**src/include/tomasulo_settings.svh**
```systemverilog
`ifndef TOMASULO_SETTINGS_SVH
`define TOMASULO_SETTINGS_SVH

// architectural register file
`define NUM_REGS 16
`define REG_W 4

// reorder tags (tag 0 is reserved to mean no tag)
`define TAG_W 4

// operand and result width
`define DATA_W 32

// reservation station entries
`define ALU_RS_DEPTH 4
`define LD_RS_DEPTH 2

`endif
```
**src/design/tomasulo_pkg.sv**
```systemverilog
`include "tomasulo_settings.svh"

package tomasulo_pkg;

  localparam int INSTR_W  = 16;
  localparam int OPCODE_W = 3;
  // bits left over once the two register fields are placed
  localparam int OFFSET_W = INSTR_W - OPCODE_W - 2 * `REG_W;
  localparam int SPARE_W  = INSTR_W - OPCODE_W - 3 * `REG_W;

  typedef enum logic [OPCODE_W-1:0] {
    OP_ADD = 3'd0,
    OP_SUB = 3'd1,
    OP_AND = 3'd2,
    OP_XOR = 3'd3,
    OP_LD  = 3'd4
  } opcode_t;

  typedef struct packed {
    opcode_t           opcode;
    logic [`REG_W-1:0] rd;
    logic [`REG_W-1:0] rs1;
    logic [`REG_W-1:0] rs2;
    logic [SPARE_W-1:0] spare;
  } alu_fmt_t;

  // load address is base register plus unsigned offset
  typedef struct packed {
    opcode_t            opcode;
    logic [`REG_W-1:0]  rd;
    logic [`REG_W-1:0]  base;
    logic [OFFSET_W-1:0] offset;
  } ld_fmt_t;

  typedef union packed {
    alu_fmt_t alu;
    ld_fmt_t  ld;
  } instr_t;

  // tag of zero means the value is valid
  typedef struct packed {
    logic [`DATA_W-1:0] value;
    logic [`TAG_W-1:0]  tag;
  } operand_t;

endpackage

```
**src/design/tomasulo_issue_top.sv**
```systemverilog
`timescale 1ns/100ps
`include "tomasulo_settings.svh"

module tomasulo_issue_top import tomasulo_pkg::*; (
  input  logic               clk,
  input  logic               rst,
  input  logic               dispatch_valid,
  input  instr_t             dispatch_instr,
  input  logic               alu_busy,
  input  logic               ld_busy,
  input  logic               alu_done,
  input  logic [`TAG_W-1:0]  alu_done_tag,
  input  logic [`DATA_W-1:0] alu_done_value,
  input  logic               ld_done,
  input  logic [`TAG_W-1:0]  ld_done_tag,
  input  logic [`DATA_W-1:0] ld_done_value,
  output logic               dispatch_stall,
  output logic               alu_issue_valid,
  output logic [`TAG_W-1:0]  alu_issue_tag,
  output opcode_t            alu_issue_op,
  output logic [`DATA_W-1:0] alu_issue_a,
  output logic [`DATA_W-1:0] alu_issue_b,
  output logic               ld_issue_valid,
  output logic [`TAG_W-1:0]  ld_issue_tag,
  output logic [`DATA_W-1:0] ld_issue_a,
  output logic [`DATA_W-1:0] ld_issue_b,
  output logic               alu_taken,
  output logic               ld_taken,
  output logic               cdb_valid,
  output logic [`TAG_W-1:0]  cdb_tag,
  output logic [`DATA_W-1:0] cdb_value
);

  logic              alu_write;
  logic              ld_write;
  logic              rename_write;
  logic [`TAG_W-1:0] alloc_tag;
  logic              alu_full;
  logic              ld_full;
  operand_t          rs1_opnd;
  operand_t          rs2_opnd;

  assign rename_write = alu_write || ld_write;

  dispatch_ctrl u_dispatch_ctrl (
    .clk            (clk),
    .rst            (rst),
    .dispatch_valid (dispatch_valid),
    .dispatch_op    (dispatch_instr.alu.opcode),
    .alu_full       (alu_full),
    .ld_full        (ld_full),
    .cdb_valid      (cdb_valid),
    .cdb_tag        (cdb_tag),
    .alu_write      (alu_write),
    .ld_write       (ld_write),
    .alloc_tag      (alloc_tag),
    .dispatch_stall (dispatch_stall)
  );

  rename_table u_rename_table (
    .clk          (clk),
    .rst          (rst),
    .instr        (dispatch_instr),
    .rename_write (rename_write),
    .alloc_tag    (alloc_tag),
    .cdb_valid    (cdb_valid),
    .cdb_tag      (cdb_tag),
    .cdb_value    (cdb_value),
    .rs1_opnd     (rs1_opnd),
    .rs2_opnd     (rs2_opnd)
  );

  reservation_station #(.DEPTH(`ALU_RS_DEPTH)) alu_rs (
    .clk         (clk),
    .rst         (rst),
    .write       (alu_write),
    .write_tag   (alloc_tag),
    .write_op    (dispatch_instr.alu.opcode),
    .opnd_a      (rs1_opnd),
    .opnd_b      (rs2_opnd),
    .busy        (alu_busy),
    .cdb_valid   (cdb_valid),
    .cdb_tag     (cdb_tag),
    .cdb_value   (cdb_value),
    .full        (alu_full),
    .issue_valid (alu_issue_valid),
    .issue_tag   (alu_issue_tag),
    .issue_op    (alu_issue_op),
    .issue_a     (alu_issue_a),
    .issue_b     (alu_issue_b)
  );

  // load unit only does address plus offset, op is not needed
  reservation_station #(.DEPTH(`LD_RS_DEPTH)) ld_rs (
    .clk         (clk),
    .rst         (rst),
    .write       (ld_write),
    .write_tag   (alloc_tag),
    .write_op    (dispatch_instr.ld.opcode),
    .opnd_a      (rs1_opnd),
    .opnd_b      (rs2_opnd),
    .busy        (ld_busy),
    .cdb_valid   (cdb_valid),
    .cdb_tag     (cdb_tag),
    .cdb_value   (cdb_value),
    .full        (ld_full),
    .issue_valid (ld_issue_valid),
    .issue_tag   (ld_issue_tag),
    .issue_op    (),
    .issue_a     (ld_issue_a),
    .issue_b     (ld_issue_b)
  );

  cdb_arbiter u_cdb_arbiter (
    .clk            (clk),
    .rst            (rst),
    .alu_done       (alu_done),
    .alu_done_tag   (alu_done_tag),
    .alu_done_value (alu_done_value),
    .ld_done        (ld_done),
    .ld_done_tag    (ld_done_tag),
    .ld_done_value  (ld_done_value),
    .alu_taken      (alu_taken),
    .ld_taken       (ld_taken),
    .cdb_valid      (cdb_valid),
    .cdb_tag        (cdb_tag),
    .cdb_value      (cdb_value)
  );

endmodule

```
**src/design/cdb_arbiter.sv**
```systemverilog
`timescale 1ns/100ps
`include "tomasulo_settings.svh"

module cdb_arbiter (
  input  logic               clk,
  input  logic               rst,
  input  logic               alu_done,
  input  logic [`TAG_W-1:0]  alu_done_tag,
  input  logic [`DATA_W-1:0] alu_done_value,
  input  logic               ld_done,
  input  logic [`TAG_W-1:0]  ld_done_tag,
  input  logic [`DATA_W-1:0] ld_done_value,
  output logic               alu_taken,
  output logic               ld_taken,
  output logic               cdb_valid,
  output logic [`TAG_W-1:0]  cdb_tag,
  output logic [`DATA_W-1:0] cdb_value
);

  // set after an alu grant so the load side wins the next tie
  logic prefer_ld;

  assign ld_taken  = ld_done && (!alu_done || prefer_ld);
  assign alu_taken = alu_done && !ld_taken;

  always_ff @(posedge clk) begin
    if (rst) begin
      prefer_ld <= 1'b0;
      cdb_valid <= 1'b0;
    end else begin
      cdb_valid <= alu_taken || ld_taken;
      if (alu_taken) begin
        prefer_ld <= 1'b1;
      end else if (ld_taken) begin
        prefer_ld <= 1'b0;
      end
    end
  end

  always_ff @(posedge clk) begin
    if (ld_taken) begin
      cdb_tag   <= ld_done_tag;
      cdb_value <= ld_done_value;
    end else if (alu_taken) begin
      cdb_tag   <= alu_done_tag;
      cdb_value <= alu_done_value;
    end
  end

endmodule

```
**src/design/dispatch_ctrl.sv**
```systemverilog
`timescale 1ns/100ps
`include "tomasulo_settings.svh"

module dispatch_ctrl import tomasulo_pkg::*; (
  input  logic              clk,
  input  logic              rst,
  input  logic              dispatch_valid,
  input  opcode_t           dispatch_op,
  input  logic              alu_full,
  input  logic              ld_full,
  input  logic              cdb_valid,
  input  logic [`TAG_W-1:0] cdb_tag,
  output logic              alu_write,
  output logic              ld_write,
  output logic [`TAG_W-1:0] alloc_tag,
  output logic              dispatch_stall
);

  localparam int TW       = `TAG_W;
  localparam int NUM_TAGS = 1 << TW;

  // bit 0 stays clear, tag 0 is never handed out
  logic [NUM_TAGS-1:0] tag_busy;
  logic                tag_avail;
  logic                is_ld;
  logic                target_full;
  logic                accept;

  // lowest free tag
  always_comb begin
    alloc_tag = '0;
    tag_avail = 1'b0;
    for (int t = NUM_TAGS - 1; t >= 1; t--) begin
      if (!tag_busy[t]) begin
        alloc_tag = TW'(t);
        tag_avail = 1'b1;
      end
    end
  end

  assign is_ld          = (dispatch_op == OP_LD);
  assign target_full    = is_ld ? ld_full : alu_full;
  assign dispatch_stall = target_full || !tag_avail;
  assign accept         = dispatch_valid && !dispatch_stall;

  assign alu_write = accept && !is_ld;
  assign ld_write  = accept && is_ld;

  always_ff @(posedge clk) begin
    if (rst) begin
      tag_busy <= '0;
    end else begin
      // broadcast tag is still busy this cycle so it never equals alloc_tag
      if (cdb_valid) begin
        tag_busy[cdb_tag] <= 1'b0;
      end
      if (accept) begin
        tag_busy[alloc_tag] <= 1'b1;
      end
    end
  end

endmodule

```
**src/design/reservation_station.sv**
```systemverilog
`timescale 1ns/100ps
`include "tomasulo_settings.svh"

module reservation_station import tomasulo_pkg::*; #(
  parameter int DEPTH = 4
) (
  input  logic               clk,
  input  logic               rst,
  input  logic               write,
  input  logic [`TAG_W-1:0]  write_tag,
  input  opcode_t            write_op,
  input  operand_t           opnd_a,
  input  operand_t           opnd_b,
  input  logic               busy,
  input  logic               cdb_valid,
  input  logic [`TAG_W-1:0]  cdb_tag,
  input  logic [`DATA_W-1:0] cdb_value,
  output logic               full,
  output logic               issue_valid,
  output logic [`TAG_W-1:0]  issue_tag,
  output opcode_t            issue_op,
  output logic [`DATA_W-1:0] issue_a,
  output logic [`DATA_W-1:0] issue_b
);

  localparam int IDX_W = (DEPTH > 1) ? $clog2(DEPTH) : 1;
  // age counts the live entries younger than this one
  localparam int AGE_W = IDX_W;

  logic [DEPTH-1:0]  ent_valid;
  logic [`TAG_W-1:0] ent_tag [DEPTH];
  opcode_t           ent_op  [DEPTH];
  operand_t          ent_a   [DEPTH];
  operand_t          ent_b   [DEPTH];
  logic [AGE_W-1:0]  ent_age [DEPTH];

  logic [DEPTH-1:0]  ready;
  logic              sel_found;
  logic [IDX_W-1:0]  sel_idx;
  logic [AGE_W-1:0]  sel_age;
  logic [IDX_W-1:0]  wr_idx;
  logic              do_issue;

  assign full = &ent_valid;

  always_comb begin
    for (int i = 0; i < DEPTH; i++) begin
      ready[i] = ent_valid[i] && (ent_a[i].tag == '0) && (ent_b[i].tag == '0);
    end
  end

  // oldest ready entry
  always_comb begin
    sel_found = 1'b0;
    sel_idx   = '0;
    sel_age   = '0;
    for (int i = 0; i < DEPTH; i++) begin
      if (ready[i] && (!sel_found || ent_age[i] > sel_age)) begin
        sel_found = 1'b1;
        sel_idx   = IDX_W'(i);
        sel_age   = ent_age[i];
      end
    end
  end

  // lowest empty slot
  always_comb begin
    wr_idx = '0;
    for (int i = DEPTH - 1; i >= 0; i--) begin
      if (!ent_valid[i]) begin
        wr_idx = IDX_W'(i);
      end
    end
  end

  assign do_issue = sel_found && !busy;

  always_ff @(posedge clk) begin
    if (rst) begin
      ent_valid   <= '0;
      issue_valid <= 1'b0;
    end else begin
      issue_valid <= do_issue;
      if (do_issue) begin
        ent_valid[sel_idx] <= 1'b0;
      end
      if (write) begin
        ent_valid[wr_idx] <= 1'b1;
      end
    end
  end

  always_ff @(posedge clk) begin
    for (int i = 0; i < DEPTH; i++) begin
      // operand wake-up from the bus
      if (cdb_valid && ent_a[i].tag != '0 && ent_a[i].tag == cdb_tag) begin
        ent_a[i].value <= cdb_value;
        ent_a[i].tag   <= '0;
      end
      if (cdb_valid && ent_b[i].tag != '0 && ent_b[i].tag == cdb_tag) begin
        ent_b[i].value <= cdb_value;
        ent_b[i].tag   <= '0;
      end
      if (ent_valid[i]) begin
        ent_age[i] <= ent_age[i] + AGE_W'(write)
                      - AGE_W'(do_issue && (ent_age[i] > sel_age));
      end
    end
    if (write) begin
      ent_tag[wr_idx] <= write_tag;
      ent_op[wr_idx]  <= write_op;
      ent_a[wr_idx]   <= opnd_a;
      ent_b[wr_idx]   <= opnd_b;
      ent_age[wr_idx] <= '0;
    end
    if (do_issue) begin
      issue_tag <= ent_tag[sel_idx];
      issue_op  <= ent_op[sel_idx];
      issue_a   <= ent_a[sel_idx].value;
      issue_b   <= ent_b[sel_idx].value;
    end
  end

endmodule

```
**src/design/rename_table.sv**
```systemverilog
`timescale 1ns/100ps
`include "tomasulo_settings.svh"

module rename_table import tomasulo_pkg::*; (
  input  logic               clk,
  input  logic               rst,
  input  instr_t             instr,
  input  logic               rename_write,
  input  logic [`TAG_W-1:0]  alloc_tag,
  input  logic               cdb_valid,
  input  logic [`TAG_W-1:0]  cdb_tag,
  input  logic [`DATA_W-1:0] cdb_value,
  output operand_t           rs1_opnd,
  output operand_t           rs2_opnd
);

  logic [`DATA_W-1:0] reg_value [`NUM_REGS];
  logic [`TAG_W-1:0]  reg_tag   [`NUM_REGS];
  logic               is_ld;
  logic [`REG_W-1:0]  src1;
  logic [`REG_W-1:0]  src2;

  // pending register whose producer is on the bus reads the bus value
  function automatic operand_t read_opnd(input logic [`DATA_W-1:0] value,
                                         input logic [`TAG_W-1:0]  tag);
    operand_t opnd;
    if (tag != '0 && cdb_valid && cdb_tag == tag) begin
      opnd.value = cdb_value;
      opnd.tag   = '0;
    end else begin
      opnd.value = value;
      opnd.tag   = tag;
    end
    return opnd;
  endfunction

  assign is_ld = (instr.alu.opcode == OP_LD);
  // ld.base sits on the same bits as alu.rs1
  assign src1  = instr.alu.rs1;
  assign src2  = instr.alu.rs2;

  always_comb begin
    rs1_opnd = read_opnd(reg_value[src1], reg_tag[src1]);
    if (is_ld) begin
      // offset goes out as an immediate
      rs2_opnd.value = {{(`DATA_W - OFFSET_W){1'b0}}, instr.ld.offset};
      rs2_opnd.tag   = '0;
    end else begin
      rs2_opnd = read_opnd(reg_value[src2], reg_tag[src2]);
    end
  end

  always_ff @(posedge clk) begin
    if (rst) begin
      for (int i = 0; i < `NUM_REGS; i++) begin
        reg_value[i] <= '0;
        reg_tag[i]   <= '0;
      end
    end else begin
      // writeback only where the register still waits on this tag
      for (int i = 0; i < `NUM_REGS; i++) begin
        if (cdb_valid && reg_tag[i] != '0 && reg_tag[i] == cdb_tag) begin
          reg_value[i] <= cdb_value;
          reg_tag[i]   <= '0;
        end
      end
      // a new rename of the same register overrides the writeback
      if (rename_write) begin
        reg_tag[instr.alu.rd] <= alloc_tag;
      end
    end
  end

endmodule

```
**config.mk**
```make
export PLATFORM = sky130hd
export DESIGN_NAME = tomasulo_issue_top
export DESIGN_NICKNAME = d
export VERILOG_FILES = /design/src/design/tomasulo_pkg.sv /design/src/design/tomasulo_issue_top.sv /design/src/design/cdb_arbiter.sv /design/src/design/dispatch_ctrl.sv /design/src/design/reservation_station.sv /design/src/design/rename_table.sv
export VERILOG_INCLUDE_DIRS = /design/src /design/src/include
export SDC_FILE = /design/constraint.sdc
export NUM_CORES = 2
export LEC_CHECK = 0
export BUFFER_PORTS_ARGS = -buffer_cell sky130_fd_sc_hd__buf_4
export CAP_MARGIN = 25
export CORE_ASPECT_RATIO = 2
export CORE_MARGIN = 3
export CORE_UTILIZATION = 30
export DETAILED_ROUTE_END_ITERATION = 12
export PLACE_DENSITY_LB_ADDON = 0.3
export SYNTH_ARGS = -nofsm -noshare
export SYNTH_HDL_FRONTEND = slang
export SYNTH_SLANG_ARGS = --single-unit
```
**constraint.sdc**
```tcl
create_clock -name clk -period 20 [get_ports clk]
set_clock_uncertainty 0.15 [all_clocks]
set_input_delay 2 -clock clk [delete_from_list [all_inputs] [get_ports clk]]
set_output_delay 2 -clock clk [all_outputs]
set_load 0.05 [all_outputs]
```
==> flow_summary.json <==
{
  "status": "completed",
  "final_nets": 4411,
  "clk_latency_ns": 0.73,
  "finalHoldViolCount": 0,
  "grt_start_max_net_pins": 96,
  "ios": 276,
  "netlist_area_sq_mm": 0.0603,
  "wl_per_cell_microns": 27.2,
  "cp_slowest_cell": "a21oi_4",
  "clock-sinks": 1254,
  "r2r_start": "alu_rs.ent_b[0][1]",
  "setup_viol": 0,
  "path_common_cell": "ha_1",
  "drtIter0Drc": 3168,
  "max_stage_delay_ns": 0.52,
  "cts_root_buffer": "clkbuf_16",
  "slew_violations": 0,
  "fin_util": 0.345,
  "finalNonFillerCells": 6968,
  "critical_path_required_ns": 20.44,
  "crit_path_end": "alu_rs.ent_age[2][1]",
  "clkTransAtPathRegs_ns": 0.07,
  "wl_microns": 189000,
  "synthTopCellsByArea": "edfxtp_1 (61%), mux4_2 (13%), mux2_2 (6.3%)",
  "gp_congestion": 0.815,
  "reg2reg_slack_ns": 12.47,
  "syn_area_per_cell_sq_um": 14.6,
  "fmax_mhz": 133,
  "drive_gt1_frac": 0.298,
  "cts-buffers-inserted": 115,
  "yosys_warnings": 0,
  "start_util": 0.302,
  "ant_nets": 0,
  "grt_usage": 0.181,
  "period_minus_slack_ns": 7.53,
  "grt_setup_unrepaired": "false",
  "drtPass1Iterations": 6,
  "portBuffers": 275,
  "ctsResizeCount": 0,
  "cts_setup_buffers": 0,
  "overflow": 0,
  "vias": 36600,
  "timing.final.crit_share": 0.376,
  "synth_cell_types": 63,
  "critPathMaxFanout": 19,
  "cts_hold_buf": 0,
  "drc": 0,
  "critPathLaunch": "alu_rs.ent_b[0][1]",
  "dieHeight_microns": 640,
  "tritoncts": "done",
  "synth_seq_area_share": 0.619,
  "worstReg2RegEnd": "alu_rs.ent_age[2][1]",
  "area_delta_synth_final_pct": 14.4,
  "critPathLaunchType": "flop",
  "dpl.cell_count": 6750,
  "rr_worst_depth": 30,
  "vias_per_cell": 5.25,
  "p_leak_uw": 0.0238,
  "synth.top_cell.area_share": 0.607,
  "end_kind": "flop",
  "synth-edff-count": 1219,
  "core_area_sq_mm": 0.200,
  "slew_headroom": 0.338,
  "rows": 232,
  "holdCritPathClass": "flop to flop",
  "synth-seq-cells": 1254,
  "ys.flop_type": "edfxtp_1",
  "dp_hpwl_microns": 123000,
  "tightest_slew_ns": 0.993,
  "grt_pass1_vias": 38400,
  "max_cap_viol_count": 0,
  "vdd_drop_max_mv": 0.0702,
  "antenna_found_initial": 10,
  "die_w_microns": 323,
  "clk_path_buf_depth": 3,
  "grt_pass1_wl_microns": 272000,
  "cts_max_level": 3,
  "tns_ns": 0,
  "synthArstFlopShare": 0,
  "synth_top_cell_by_area": "edfxtp_1",
  "dieArea_sq_mm": 0.207,
  "critical_path_class": "flop to flop",
  "arrival_ns": 7.97,
  "power_density_mw_per_mm2": 88.1,
  "synthCells": 4130
}
==> through the flow <==
stage / total power, uW / setup slack (ns) / cell area, sq um / hold WS [ns]
3_3_place_gp: 3870 / 11.91 / 65100 / 0.304
3_5_place_dp: 3880 / 12.43 / 65200 / 0.316
5_1_grt: 6280 / 11.95 / 68900 / 0.350
2_1_floorplan: 3620 / 13.52 / 60300 / 0.294
6_report: 6070 / 12.47 / 68900 / 0.321
4_1_cts: 6130 / 12.43 / 68900 / 0.326
==> synth_stat cells, types with 42 or more instances <==
cell	instances
edfxtp_1	1219
nand2_1	455
nor2_1	453
mux4_2	355
mux2_2	339
clkbuf_1	236
a21oi_1	195
nand3_1	101
and2_1	87
inv_1	67
mux2_1	66
nor3_1	66
xnor2_1	59
buf_1	50
o21ai_0	44
xor2_1	42
==> cell type report <==
class,instances,area (sq um)
Antenna cell,3,7.51
Clock buffer,140,3010
Clock inverter,74,729
Fill cell,19300,131000
Inverter,70,265
Multi-Input combinational cell,2472,21400
Sequential cell,1254,37300
Tap cell,2574,3220
Timing Repair Buffer,381,2950
==> cell usage in the layout (no fill, tap or decap), types with 16 or more instances in the layout <==
| master | count |
|---|---|
| clkbuf_16 | 117 |
| edfxtp_1 | 1219 |
| nand4_1 | 20 |
| clkinv_1 | 26 |
| nor3_1 | 64 |
| buf_4 | 371 |
| mux2_1 | 66 |
| nand3_1 | 101 |
| xor2_1 | 42 |
| nand2_1 | 444 |
| mux4_2 | 355 |
| xnor2_1 | 59 |
| mux2_2 | 339 |
| dfxtp_1 | 35 |
| o21ai_0 | 32 |
| and2_1 | 87 |
| clkbuf_1 | 23 |
| clkinv_2 | 25 |
| ha_1 | 22 |
| nor2_1 | 453 |
| nand2b_1 | 16 |
| mux2i_1 | 21 |
| a21oi_1 | 192 |
| inv_1 | 64 |
==> state kept, by name, indices dropped and copies added (netlist names), 3 cells and up <==
name                      cells
ld_rs.ent_a                  72
u_rename_table.reg_value    512
alu_rs.ent_a                144
alu_rs.issue_op               3
u_cdb_arbiter.cdb_value      32
ld_rs.ent_b                  72
ld_rs.ent_tag                 8
alu_rs.issue_a               32
u_cdb_arbiter.cdb_tag         4
u_dispatch_ctrl.tag_busy     15
alu_rs.issue_b               32
alu_rs.ent_op                12
alu_rs.ent_age                8
ld_rs.issue_a                32
alu_rs.ent_valid              4
ld_rs.issue_b                32
ld_rs.issue_tag               4
alu_rs.ent_tag               16
u_rename_table.reg_tag       64
alu_rs.ent_b                144
alu_rs.issue_tag              4
==> worst min-delay path by stage <==
stage / from / endpoint / slack (ns) / depth (start not counted)
2_1_floorplan: u_cdb_arbiter.prefer_ld / u_cdb_arbiter.prefer_ld / 0.29 / 2
3_3_place_gp: u_cdb_arbiter.prefer_ld / u_cdb_arbiter.prefer_ld / 0.30 / 2
3_5_place_dp: u_cdb_arbiter.prefer_ld / u_cdb_arbiter.prefer_ld / 0.32 / 2
4_1_cts: u_cdb_arbiter.prefer_ld / u_cdb_arbiter.prefer_ld / 0.33 / 2
5_1_grt: u_cdb_arbiter.prefer_ld / u_cdb_arbiter.prefer_ld / 0.35 / 2
6_report: u_cdb_arbiter.prefer_ld / u_cdb_arbiter.prefer_ld / 0.32 / 2
==> power by group <==
group          internal [uW]  leakage (uW)  switching, uW  total [uW]
clock network           1230       0.00183           1020        2250
registers               3030        0.0121           90.6        3130
logic                    284       0.00980            411         695
total                   4550        0.0238           1520        6070
==> per-layer routing <==
layer	GRT usage	wire (microns)	up-vias	share of wire
met5	0	27	-	0.00014
met4	0.0597	6050	4	0.032
met3	0.0262	11200	303	0.059
met2	0.342	103000	1247	0.54
met1	0.206	69200	19200	0.37
li1	-	-	15900	-
==> critical path, delay by kind of cell (launching register included) <==
kind | cells | cell delay, ns
adders and majority gates | 6 | 1.64
xor gates and xnor gates | 2 | 0.29
DFF | 1 | 0.41
and+or+nand+nor | 10 | 1.53
AOI/OAI and AO/OA | 9 | 2.71
buffers and inverters | 2 | 0.26
muxes | 1 | 0.41
==> cell families after synthesis <==
group           after synthesis  share of synthesized area
fa+ha+maj                    22                    0.00457
compound gates              302                     0.0283
xor+xnor                    101                     0.0147
flops                      1254                      0.619
other cells                   1                  0.0000622
simple gates               1257                     0.0908
mux                         782                      0.212
buf+inv                     411                     0.0304
No activity file was read; power rests on OpenSTA's default activity.
